==> config.mk <==
export PLATFORM = sky130hd
export DESIGN_NAME = pulse_top
export DESIGN_NICKNAME = d
export VERILOG_FILES = /design/src/pulse_pkg.sv /design/src/pulse_if.sv /design/src/echo_sequencer.sv /design/src/gate_shaper.sv /design/src/param_latch.sv /design/src/period_timer.sv /design/src/pulse_top.sv
export SDC_FILE = /design/constraint.sdc
export NUM_CORES = 2
export LEC_CHECK = 0
export BUFFER_PORTS_ARGS = -buffer_cell sky130_fd_sc_hd__buf_2
export CORE_MARGIN = 2
export CORE_UTILIZATION = 55
export CTS_CLUSTER_SIZE = 28
export DETAILED_ROUTE_END_ITERATION = 16
export PLACE_DENSITY_LB_ADDON = 0.2
export SLEW_MARGIN = 15
export SYNTH_ARGS = -nofsm -noshare
export SYNTH_HDL_FRONTEND = slang
export SYNTH_SLANG_ARGS = --single-unit
==> constraint.sdc <==
create_clock -name clk -period 8.9 [get_ports clk]
set_clock_uncertainty 0.1 [all_clocks]
set_input_delay 1.78 -clock clk [delete_from_list [all_inputs] [get_ports clk]]
set_output_delay 1.78 -clock clk [all_outputs]
set_load 0.005 [all_outputs]
==> src/pulse_pkg.sv <==
`default_nettype none

package pulse_pkg;

	localparam int PER_W   = 32; // period word, cycles per frame minus one
	localparam int P1_W    = 16; // pump and pi pulse widths
	localparam int DLY_W   = 16; // delay, nutation offset, window length
	localparam int NUT_W_W = 8;  // nutation pulse width
	localparam int CNT_W_W = 8;  // pi pulse count and blanking hold

	// derived from the pi pulse count
	typedef enum logic [1:0] {
		mode_cw,   // switch held open, receiver open
		mode_hahn, // one pi pulse, window at the echo
		mode_cpmg  // pi pulse train, window after each pulse
	} seq_mode_e;

	typedef enum logic [2:0] {
		st_pump, // pump pulse, first edges being loaded
		st_gap,  // waiting for the next pi pulse
		st_pi,   // inside a pi pulse
		st_tail, // all pi pulses done, rest of the frame
		st_cw    // continuous wave
	} seq_state_e;

	// active settings, all times in clock cycles
	typedef struct packed {
		logic [PER_W-1:0]   period;
		logic [P1_W-1:0]    p1_width;
		logic [DLY_W-1:0]   delay;
		logic [P1_W-1:0]    p2_width;
		logic [NUT_W_W-1:0] nut_width;
		logic [DLY_W-1:0]   nut_delay;  // gap between nutation pulse and frame end
		logic [CNT_W_W-1:0] pi_count;
		logic [CNT_W_W-1:0] blank_hold; // receiver kept blanked after a pi pulse
		logic [DLY_W-1:0]   window_len;
		logic               block_en;
	} pulse_cfg_t;

endpackage

`default_nettype wire

==> src/pulse_if.sv <==
`timescale 1ns/100ps
`default_nettype none

interface pulse_if #(
	parameter int COUNT_W = 32
);
	import pulse_pkg::*;

	logic [COUNT_W-1:0] count;       // position inside the frame
	logic               frame_start; // high while count is 0
	logic               pi_gate;     // pump and pi pulses, or cw level
	logic               trig_gate;   // scope trigger before registering
	logic               echo_win;    // receiver window open
	seq_mode_e          mode;

	modport timer (
		output count,
		output frame_start
	);

	modport seq (
		input  count,
		output pi_gate,
		output trig_gate,
		output echo_win,
		output mode
	);

	// shaper sees everything
	modport shaper (
		input count,
		input frame_start,
		input pi_gate,
		input trig_gate,
		input echo_win,
		input mode
	);

endinterface

`default_nettype wire

==> src/echo_sequencer.sv <==
`timescale 1ns/100ps
`default_nettype none

module echo_sequencer #(
	parameter int COUNT_W = 32
) (
	input  logic                  clk,
	input  logic                  reset,
	input  pulse_pkg::pulse_cfg_t cfg,
	pulse_if.seq                  seq
);
	import pulse_pkg::*;

	seq_mode_e          mode;
	seq_state_e         state;
	seq_state_e         state_nxt;
	logic [CNT_W_W-1:0] pi_idx;    // pi pulse in progress
	logic [CNT_W_W-1:0] win_idx;   // echo window in progress
	logic [CNT_W_W-1:0] last_idx;
	logic [COUNT_W-1:0] pi_start;  // next edge times
	logic [COUNT_W-1:0] pi_end;
	logic [COUNT_W-1:0] win_start;
	logic [COUNT_W-1:0] win_end;
	logic [COUNT_W-1:0] p1;
	logic [COUNT_W-1:0] first_pi_start;
	logic [COUNT_W-1:0] first_pi_end;
	logic [COUNT_W-1:0] first_win_start;
	logic [COUNT_W-1:0] first_win_end;
	logic [COUNT_W-1:0] step;      // spacing of the pi train
	logic               pulsed;
	logic               pump;
	logic               wrap;
	logic               reload;
	logic               in_sched;
	logic               pi_on;
	logic               pi_done;
	logic               last_pi;
	logic               win_act;
	logic               win_on;
	logic               win_done;

	always_comb begin
		if (cfg.pi_count == '0)
			mode = mode_cw;
		else if (cfg.pi_count == CNT_W_W'(1))
			mode = mode_hahn;
		else
			mode = mode_cpmg;
	end

	assign p1             = COUNT_W'(cfg.p1_width);
	assign step           = (COUNT_W'(cfg.delay) << 1) + COUNT_W'(cfg.p2_width);
	assign first_pi_start = p1 + COUNT_W'(cfg.delay);
	assign first_pi_end   = first_pi_start + COUNT_W'(cfg.p2_width);

	// hahn window sits just before the echo, cpmg window follows each pulse
	assign first_win_end = (mode == mode_hahn) ?
		first_pi_end + COUNT_W'(cfg.delay) :
		first_pi_end + COUNT_W'(cfg.blank_hold) + COUNT_W'(cfg.window_len);
	assign first_win_start = (mode == mode_hahn) ?
		first_pi_end + COUNT_W'(cfg.delay) - COUNT_W'(cfg.blank_hold) :
		first_pi_end + COUNT_W'(cfg.blank_hold);

	assign pulsed   = (mode != mode_cw);
	assign pump     = seq.count < p1;
	assign wrap     = seq.count >= COUNT_W'(cfg.period); // last cycle of the frame
	assign reload   = (state == st_pump) || (state == st_cw);
	assign in_sched = (state == st_gap) || (state == st_pi) || (state == st_tail);
	assign last_idx = cfg.pi_count - CNT_W_W'(1);
	assign last_pi  = (pi_idx == last_idx);
	assign pi_done  = (state == st_pi) && (seq.count >= pi_end);
	assign pi_on    = ((state == st_gap) || (state == st_pi)) &&
		(seq.count >= pi_start) && (seq.count < pi_end);
	assign win_act  = in_sched && (win_idx < cfg.pi_count);
	assign win_on   = win_act && (seq.count >= win_start) && (seq.count < win_end);
	assign win_done = win_act && (seq.count >= win_end);

	always_comb begin
		state_nxt = state;
		case (state)
			st_pump: begin
				if (!pulsed)
					state_nxt = st_cw;
				else if (!pump)
					state_nxt = st_gap; // edges loaded on this clock too
			end
			st_gap:  if (seq.count >= pi_start) state_nxt = st_pi;
			st_pi:   if (pi_done) state_nxt = last_pi ? st_tail : st_gap;
			st_tail: state_nxt = st_tail; // idle till the wrap
			st_cw:   if (pulsed) state_nxt = st_pump;
			default: state_nxt = st_pump;
		endcase
		if (wrap)
			state_nxt = pulsed ? st_pump : st_cw;
	end

	always_ff @(posedge clk) begin
		if (reset) begin
			state   <= st_pump;
			pi_idx  <= '0;
			win_idx <= '0;
		end else begin
			state <= state_nxt;
			if (reload) begin
				pi_idx  <= '0;
				win_idx <= '0;
			end else begin
				if (pi_done)  pi_idx  <= pi_idx + CNT_W_W'(1);
				if (win_done) win_idx <= win_idx + CNT_W_W'(1);
			end
		end
	end

	// edge times, reloaded through the whole pump so a fresh commit is picked up
	always_ff @(posedge clk) begin
		if (reload) begin
			pi_start  <= first_pi_start;
			pi_end    <= first_pi_end;
			win_start <= first_win_start;
			win_end   <= first_win_end;
		end else begin
			if (pi_done) begin
				pi_start <= pi_start + step;
				pi_end   <= pi_end + step;
			end
			if (win_done) begin
				win_start <= win_start + step;
				win_end   <= win_end + step;
			end
		end
	end

	assign seq.mode      = mode;
	assign seq.pi_gate   = pulsed ? (pump | pi_on) : 1'b1;
	assign seq.trig_gate = pulsed ? ((state != st_tail) && !(pi_done && last_pi)) : pump;
	assign seq.echo_win  = pulsed ? win_on : 1'b1; // cw keeps the receiver open

endmodule

`default_nettype wire

==> src/gate_shaper.sv <==
`timescale 1ns/100ps
`default_nettype none

module gate_shaper #(
	parameter int COUNT_W = 32
) (
	input  logic                  clk,
	input  logic                  reset,
	input  pulse_pkg::pulse_cfg_t cfg,
	pulse_if.shaper               shp,
	output logic                  sync_on,
	output logic                  pulse_on,
	output logic                  inhib
);
	import pulse_pkg::*;

	logic [COUNT_W-1:0] nut_start; // nutation window, counted back from the period
	logic [COUNT_W-1:0] nut_stop;
	logic               nut_armed; // one nutation pulse per frame
	logic               nut_on;
	logic               blank_en;

	// bounds trail cfg by a clock, the window is near the frame end anyway
	always_ff @(posedge clk) begin
		nut_stop  <= COUNT_W'(cfg.period) - COUNT_W'(cfg.nut_delay);
		nut_start <= COUNT_W'(cfg.period) - COUNT_W'(cfg.nut_delay) -
			COUNT_W'(cfg.nut_width);
	end

	always_ff @(posedge clk) begin
		if (reset)
			nut_armed <= 1'b0;
		else if (shp.frame_start)
			nut_armed <= 1'b1;
		else if (shp.count >= nut_stop)
			nut_armed <= 1'b0; // spent for this frame
	end

	assign nut_on = nut_armed && (cfg.nut_width != '0) &&
		(shp.count >= nut_start) && (shp.count < nut_stop);

	// no blanking in cw, receiver is always open there
	assign blank_en = cfg.block_en && (shp.mode != mode_cw);

	always_ff @(posedge clk) begin
		if (reset) begin
			sync_on  <= 1'b0;
			pulse_on <= 1'b0;
			inhib    <= 1'b0;
		end else begin
			sync_on  <= shp.trig_gate;
			pulse_on <= shp.pi_gate | nut_on;      // nutation ORed onto the switch
			inhib    <= blank_en & ~shp.echo_win; // closed except in the windows
		end
	end

endmodule

`default_nettype wire

==> src/param_latch.sv <==
`timescale 1ns/100ps
`default_nettype none

module param_latch (
	input  logic                            clk,
	input  logic                            reset,
	input  logic                            rxd,      // load level from the host
	input  logic [pulse_pkg::PER_W-1:0]     per,
	input  logic [pulse_pkg::P1_W-1:0]      p1wid,
	input  logic [pulse_pkg::DLY_W-1:0]     del,
	input  logic [pulse_pkg::P1_W-1:0]      p2wid,
	input  logic [pulse_pkg::NUT_W_W-1:0]   nut_w,
	input  logic [pulse_pkg::DLY_W-1:0]     nut_d,
	input  logic [pulse_pkg::CNT_W_W-1:0]   cp,
	input  logic [pulse_pkg::CNT_W_W-1:0]   p_bl,
	input  logic [pulse_pkg::DLY_W-1:0]     p_bl_off,
	input  logic                            bl,
	input  logic                            frame_start,
	output pulse_pkg::pulse_cfg_t           cfg
);
	import pulse_pkg::*;

	// default frame is a hahn echo, 1024 cycles
	localparam pulse_cfg_t CFG_DEFAULT = '{
		period:     PER_W'(1023),
		p1_width:   P1_W'(30),
		delay:      DLY_W'(200),
		p2_width:   P1_W'(30),
		nut_width:  NUT_W_W'(0),
		nut_delay:  DLY_W'(300),
		pi_count:   CNT_W_W'(1),
		blank_hold: CNT_W_W'(50),
		window_len: DLY_W'(100),
		block_en:   1'b1
	};

	logic [1:0] rxd_sync; // two stage synchronizer
	logic       rxd_q;    // delayed copy for edge detect
	logic       load;
	pulse_cfg_t shadow;   // captured words, wait here for the frame boundary

	always_ff @(posedge clk) begin
		if (reset) begin
			rxd_sync <= '0;
			rxd_q    <= 1'b0;
		end else begin
			rxd_sync <= {rxd_sync[0], rxd};
			rxd_q    <= rxd_sync[1];
		end
	end

	assign load = rxd_sync[1] & ~rxd_q; // rising edge of the synced level

	always_ff @(posedge clk) begin
		if (reset) begin
			shadow <= CFG_DEFAULT;
			cfg    <= CFG_DEFAULT;
		end else begin
			if (load) begin
				shadow <= '{
					period:     per,
					p1_width:   p1wid,
					delay:      del,
					p2_width:   p2wid,
					nut_width:  nut_w,
					nut_delay:  nut_d,
					pi_count:   cp,
					blank_hold: p_bl,
					window_len: p_bl_off,
					block_en:   bl
				};
			end
			if (frame_start)
				cfg <= shadow; // old shadow wins if load lands on the same clock
		end
	end

endmodule

`default_nettype wire

==> src/period_timer.sv <==
`timescale 1ns/100ps
`default_nettype none

module period_timer #(
	parameter int COUNT_W = 32
) (
	input  logic                  clk,
	input  logic                  reset,
	input  pulse_pkg::pulse_cfg_t cfg,
	pulse_if.timer                tmr
);

	logic [COUNT_W-1:0] last; // final count of the frame

	assign last = COUNT_W'(cfg.period);

	always_ff @(posedge clk) begin
		if (reset) begin
			tmr.count <= '0;
		end else if (tmr.count >= last) begin
			tmr.count <= '0; // also catches a period shortened below the count
		end else begin
			tmr.count <= tmr.count + COUNT_W'(1);
		end
	end

	// every schedule is measured from here
	assign tmr.frame_start = (tmr.count == '0);

endmodule

`default_nettype wire

==> src/pulse_top.sv <==
`timescale 1ns/100ps
`default_nettype none

module pulse_top #(
	parameter int COUNT_W = 32
) (
	input  logic                          clk,
	input  logic                          reset,
	input  logic [pulse_pkg::PER_W-1:0]   per,
	input  logic [pulse_pkg::P1_W-1:0]    p1wid,
	input  logic [pulse_pkg::DLY_W-1:0]   del,
	input  logic [pulse_pkg::P1_W-1:0]    p2wid,
	input  logic [pulse_pkg::NUT_W_W-1:0] nut_w,
	input  logic [pulse_pkg::DLY_W-1:0]   nut_d,
	input  logic [pulse_pkg::CNT_W_W-1:0] cp,
	input  logic [pulse_pkg::CNT_W_W-1:0] p_bl,
	input  logic [pulse_pkg::DLY_W-1:0]   p_bl_off,
	input  logic                          bl,
	input  logic                          rxd,
	output logic                          sync_on,  // scope trigger
	output logic                          pulse_on, // switch gate
	output logic                          inhib     // receiver protection
);
	import pulse_pkg::*;

	pulse_cfg_t cfg; // active settings, same copy to every block

	pulse_if #(.COUNT_W(COUNT_W)) p_if ();

	param_latch i_latch (
		.clk         (clk),
		.reset       (reset),
		.rxd         (rxd),
		.per         (per),
		.p1wid       (p1wid),
		.del         (del),
		.p2wid       (p2wid),
		.nut_w       (nut_w),
		.nut_d       (nut_d),
		.cp          (cp),
		.p_bl        (p_bl),
		.p_bl_off    (p_bl_off),
		.bl          (bl),
		.frame_start (p_if.frame_start),
		.cfg         (cfg)
	);

	period_timer #(.COUNT_W(COUNT_W)) i_timer (
		.clk   (clk),
		.reset (reset),
		.cfg   (cfg),
		.tmr   (p_if.timer)
	);

	echo_sequencer #(.COUNT_W(COUNT_W)) i_seq (
		.clk   (clk),
		.reset (reset),
		.cfg   (cfg),
		.seq   (p_if.seq)
	);

	gate_shaper #(.COUNT_W(COUNT_W)) i_shaper (
		.clk      (clk),
		.reset    (reset),
		.cfg      (cfg),
		.shp      (p_if.shaper),
		.sync_on  (sync_on),
		.pulse_on (pulse_on),
		.inhib    (inhib)
	);

endmodule

`default_nettype wire

# Word level (Yosys, flattened, before mapping)
# Cells that the tools add are included.
# totals
regBits	524
in_bits	140
# op_classes
add_sub_neg	17
n_lt_le_gt_ge	12
eq_ne	12
mux	26
bitwise	6
reduce_logical	28
# ops
cell	count
two-way mux 32 bit	10
greater-or-equal comparator 32 bit	7
adder 32 bit	4
adder 32 x 16 -> 32 bit	3
< comparator 32 bit	3
subtractor 32 x 8 -> 32 bit	2
adder 32 x 1 -> 32 bit, second input constant	1
adder 32 x 8 -> 32 bit	1
logical NOT 32 bit	1
< comparator 32 x 16 -> 1 bit	1
subtractor 32 x 16 -> 32 bit	1
two-way mux 3 bit	7
adder 17 x 16 -> 18 bit	1
adder 16 x 16 -> 17 bit	1
adder 8 x 1 -> 8 bit, second input constant	2
case mux 3 bit (5 select lines)	1
logical AND 1 bit	13
equality test 8 x 1 -> 1 bit, second input constant	1
equality test 8 bit	1
logical NOT 8 bit	1
< comparator 8 bit	1
nonzero test 2 bit	4
nonzero test 8 bit	1
subtractor 8 x 1 -> 8 bit, second input constant	1
17 further kinds	32

# Longest topological paths before layout
# logic_depth
word_depth	9
ltp_mapped	28
mapped_depth_nobuf	28

# Hierarchy
# A second synthesis with hierarchy kept.
# hier_totals
hier_cells	4383
area_unflattened_um2	38635.8
# by_module_without_submodules
module	n_inst	cells_each	area_each_um2	seq_area_each_um2
echo_sequencer	1	2370	19801.5	4224.1
param_latch	1	1068	10981.8	5545.3
gate_shaper	1	663	5541.6	1361.3
period_timer	1	282	2311.0	640.6

# Worst setup path before layout
# Ideal clock, no wire load.
# synth_timing
path_type	flip-flop to flip-flop
startpoint	reg i_latch.cfg[26] (netlist name)
endpoint	reg i_seq.win_end[0] (enable)
setup_ps	574
t_arrival_ps	6841
required_ps	8226
slack_ps	1384
stages_incl_launch_ff	12
path_buffers	1
synth_period_minus_slack_ps	7516
path_cell_list	dfxtp_1 > inv_1 > ha_1 > a21o_1 > a21o_1 > a21o_1 > a21o_1 > a21o_1 > a21o_1 > a2111o_1 > clkbuf_1 > o21ai_0
# synth_via
elab_chain_cells	4
# synth_rtl
element	line_no	rtl
< comparator 8 bit	echo_sequencer.sv:74	assign win_act = in_sched && (win_idx < cfg.pi_count);
logical AND 1 bit	echo_sequencer.sv:74	
logical AND 1 bit	echo_sequencer.sv:76	assign win_done = win_act && (seq.count >= win_end);
nonzero test 2 bit (no source line)	-	
to (signal assigned)	echo_sequencer.sv:120	win_end <= first_win_end;
to (signal assigned)	echo_sequencer.sv:128	win_end <= win_end + step;
to (decl)	echo_sequencer.sv:23	logic [COUNT_W-1:0] win_end;
# No other way between the ends.
# A chain may end at the register's enable or synchronous reset.

# Final worst setup path
# layout_timing
startpoint	reg i_latch.cfg[74] (netlist name)
endpoint	reg i_seq.win_start[29], data pin
# layout_via
elab_chain_cells	6
word_cells_on_any_way	10
cone_classes	add/sub: 7; mux: 3
# layout_rtl
element	line_no	rtl
adder 16 x 16 -> 17 bit	echo_sequencer.sv:53	assign first_pi_start = p1 + COUNT_W'(cfg.delay);
adder 32 x 16 -> 32 bit	echo_sequencer.sv:54	assign first_pi_end = first_pi_start + COUNT_W'(cfg.p2_width);
adder 32 x 16 -> 32 bit	echo_sequencer.sv:61	first_pi_end + COUNT_W'(cfg.delay) - COUNT_W'(cfg.blank_hold) :
subtractor 32 x 8 -> 32 bit	echo_sequencer.sv:61	
two-way mux 32 bit	echo_sequencer.sv:60	assign first_win_start = (mode == mode_hahn) ?
two-way mux 32 bit *	echo_sequencer.sv:116	if (reload) begin
to (signal assigned)	echo_sequencer.sv:119	win_start <= first_win_start;
to (signal assigned)	echo_sequencer.sv:127	win_start <= win_start + step;
to (decl)	echo_sequencer.sv:22	logic [COUNT_W-1:0] win_start;
# Every way passes the cells marked *; elsewhere a longest branch is shown, timed or not. The select of a mux whose other input is x is not followed.

==> results.json <==
{
  "drive_above_1_share": 0.0762,
  "p_switching_w": 0.00326,
  "dieArea_mm2": 0.0660,
  "cp_slowest_cell": "or4b_1",
  "critPathBufInv": 1,
  "timing.final.crit_share": 0.758,
  "hold_violations": 0,
  "final_common_cell": "nand2_1",
  "final_cell_mix": "nand2_1, ha_1, a21oi_1, dfxtp_1, inv_1",
  "cts.repair.resized": 0,
  "post_cts_buffers": 0,
  "vias": 30431,
  "layout.nets": 4974,
  "crit_top_cell": "a21oi_1",
  "worstPathArrival_ns": 7.10,
  "critPathMaxStageDelay_ns": 0.72,
  "power_density_mw_per_mm2": 228,
  "gp_congestion": 0.966,
  "synth_mux_area_frac": 0.00409,
  "reg2reg_slack_ns": 2.16,
  "grt_usage": 0.296,
  "cap_violations": 0,
  "synth_top_family_by_area": "simple AND/OR/NAND/NOR gates",
  "grt_overflow": 0,
  "synth_compound_area_frac": 0.182,
  "tns_ns": 0,
  "p_int_w": 0.00561,
  "antenna_found_initial": 0,
  "num_io_pins": 143,
  "drc_errors": 0,
  "holdPathEnd": "i_latch.rxd_sync[1]",
  "grt_pass1_wl_um": 156000,
  "p_sw_frac": 0.367,
  "yosys.area_share.simple": 0.188,
  "clockRootBuffer": "clkbuf_16",
  "synth_cells": 4262,
  "whs_path_depth": 1,
  "routed_via_density": 5.77,
  "ys_ff_latch": 524,
  "cts_tree": "yes",
  "die_w_um": 257,
  "hold_path.class": "flop to flop",
  "drt_first_pass_iters": 6,
  "grt_max_degree": 161,
  "synth_cell_type_count": 87,
  "period_needed_ns": 6.74,
  "holdWs_ns": 0.340,
  "seq_area_frac_synth": 0.334,
  "synthXorXnorAreaFrac": 0.0739,
  "synth_fp_nets": 4862,
  "hold_buffers": 0,
  "routedWlPerCell_um": 18.9,
  "die_y_um": 257,
  "worst_ep_required_time_ns": 9.25,
  "ant_nets": 0,
  "initial_core_util": 0.557,
  "power_frac_seq": 0.328,
  "max-slew-margin-rel": 0.0812,
  "r2r-start": "i_latch.cfg[74]",
  "crit_family": "compound AO/OA/AOI/OAI gates",
  "async_reset_ff_frac": 0,
  "cts_buffers": 58,
  "worst_slew_pin_slew_ns": 1.34,
  "worst-setup-path-type": "flop to flop",
  "clkLatencyLatePin_ns": 0.66,
  "cp-start-kind": "flop",
  "wl_um": 99600,
  "synth_edf_count": 128,
  "reg2reg_depth": 27,
  "max_freq_ghz": 0.148,
  "area_growth_pct": 10.6,
  "cts.sinks": 524,
  "max-clock-path-buffers": 3,
  "clk_pin_slew_ns": 0.07,
  "ys.flop_type": "dfxtp_1",
  "synth_fa_ha_area_frac": 0.166,
  "syn_avg_cell_area_um2": 8.26,
  "crit_start": "i_latch.cfg[74]",
  "rows": 92,
  "p_leak_nw": 17.4,
  "clock_power_share": 0.288,
  "rsz0062_at_grt": "no",
  "netlist_area_mm2": 0.0352,
  "dp_hpwl_um": 75100,
  "setup_viol": 0,
  "critical_path.max_fanout": 9,
  "io_buffers": 142,
  "end_kind": "flop",
  "min-delay-start": "i_latch.rxd_sync[0]",
  "status": "completed",
  "yosysWarnings": 0,
  "cts_max_level": 2,
  "core_mm2": 0.0632,
  "combPwrFrac": 0.384,
  "drt_iter0_drc": 2472,
  "r2r_end": "i_seq.win_start[29]",
  "slew_violations": 0,
  "diodes": 0,
  "grt_pass1_vias": 28359,
  "ir_drop_mv": 0.196
}
==> kinds of logic after synthesis <==
kind of cell,after synthesis
muxes,14
and+or+nand+nor,1458
xor gates and xnor gates,296
DFF,524
adders and majority gates,460
buffers and inverters,476
AOI/OAI and AO/OA,1034
==> power groups by stage <==
stage	Combinational (W)	Clock, W	Sequential, W
floorplan	0.00259	0	0.00291
global placement	0.00328	0	0.00295
detailed placement	0.00333	0	0.00296
CTS	0.00337	0.00259	0.00290
global route	0.00381	0.00268	0.00293
finish	0.00341	0.00256	0.00291
==> area by class of cell <==
type                            count  area, µm²
Fill cell                        5622      24300
Multi-Input combinational cell   3262      21700
Sequential cell                   524      11800
Clock buffer                       71       1590
Inverter                          341       1280
Timing Repair Buffer              187       1070
Tap cell                          846       1060
Clock inverter                     39        450
==> metrics by stage <==
step	power, W	cells	worst slack (ns)	util	area (µm²)
detailed placement	0.00628	5160	2.31	0.583	36900
global placement	0.00623	5160	2.37	0.583	36900
finish	0.00887	5270	2.16	0.616	38900
floorplan	0.00550	4262	1.38	-	35200
global route	0.00942	5270	1.58	0.616	38900
CTS	0.00886	5270	2.20	0.616	38900
==> registers in the layout (all words and copies together) (netlist names), 2 cells and up <==
name,cells
i_seq.state,3
i_seq.pi_end,32
i_latch.shadow,137
i_shaper.nut_stop,32
i_timer.tmr.count,32
i_seq.pi_start,32
i_seq.pi_idx,8
i_shaper.nut_start,32
i_seq.win_end,32
i_latch.rxd_sync,2
i_seq.win_idx,8
i_seq.win_start,32
i_latch.cfg,137
==> cell usage after synthesis, types with 23 or more instances <==
master    number  area share
nand2_1      707       0.075
ha_1         447        0.16
a21oi_1      441       0.063
dfxtp_1      396        0.23
inv_1        340       0.036
nor2_1       259       0.028
xnor2_1      200       0.050
a21o_1       155       0.033
o21ai_0      153       0.022
edfxtp_1     128        0.11
clkbuf_1     126       0.013
nand3_1      112       0.016
xor2_1        95       0.024
nand4_1       74       0.013
nor3_1        71       0.010
o21a_1        46      0.0098
o211ai_1      44      0.0094
nor2b_1       39      0.0069
or3_1         36      0.0064
a211oi_1      35      0.0075
nor4_1        34      0.0060
nand2b_1      31      0.0055
o21bai_1      27      0.0058
a31oi_1       23      0.0041
==> per-layer routing <==
layer / wire length [µm] / track usage / share of wire / vias to the layer above
met5: 0 / 0 / 0 / -
met4: 3840 / 0.110 / 0.039 / 0
met3: 6050 / 0.0372 / 0.061 / 159
met2: 43200 / 0.460 / 0.43 / 874
met1: 46500 / 0.421 / 0.47 / 14228
li1: - / - / - / 15170
==> worst register-to-register path: stages, from the launching register on <==
cell and delay, ns:
dfxtp_1 0.46, ha_1 0.28, a21o_1 0.16, a21oi_1 0.23, nor2b_1 0.07, o21ai_0 0.23, a21oi_1 0.20, a21o_1 0.22
a21oi_1 0.17, xnor2_1 0.18, ha_1 0.37, a21oi_1 0.26, nor2_1 0.08, a21oi_1 0.15, o21ai_0 0.13, o41ai_1 0.35
xor2_1 0.35, inv_1 0.10, ha_1 0.34, nand2_1 0.09, nand2_1 0.07, a21o_1 0.17, a41o_1 0.22, mux2_2 0.27
a32oi_1 0.31, nand3_1 0.16, or4b_1 0.72, o21ai_0 0.14
==> how the worst max path moves through the flow <==
stage,endpoint,slack (ns),cells after the start
detailed placement,i_seq.win_start[29],2.31,27
finish,i_seq.win_start[29],2.16,27
floorplan,i_seq.win_end[0],1.38,11
global route,i_seq.win_end[17],1.58,27
CTS,i_seq.win_start[29],2.20,27
global placement,i_seq.win_end[17],2.37,27
No activity file was read; power rests on OpenSTA's default activity.
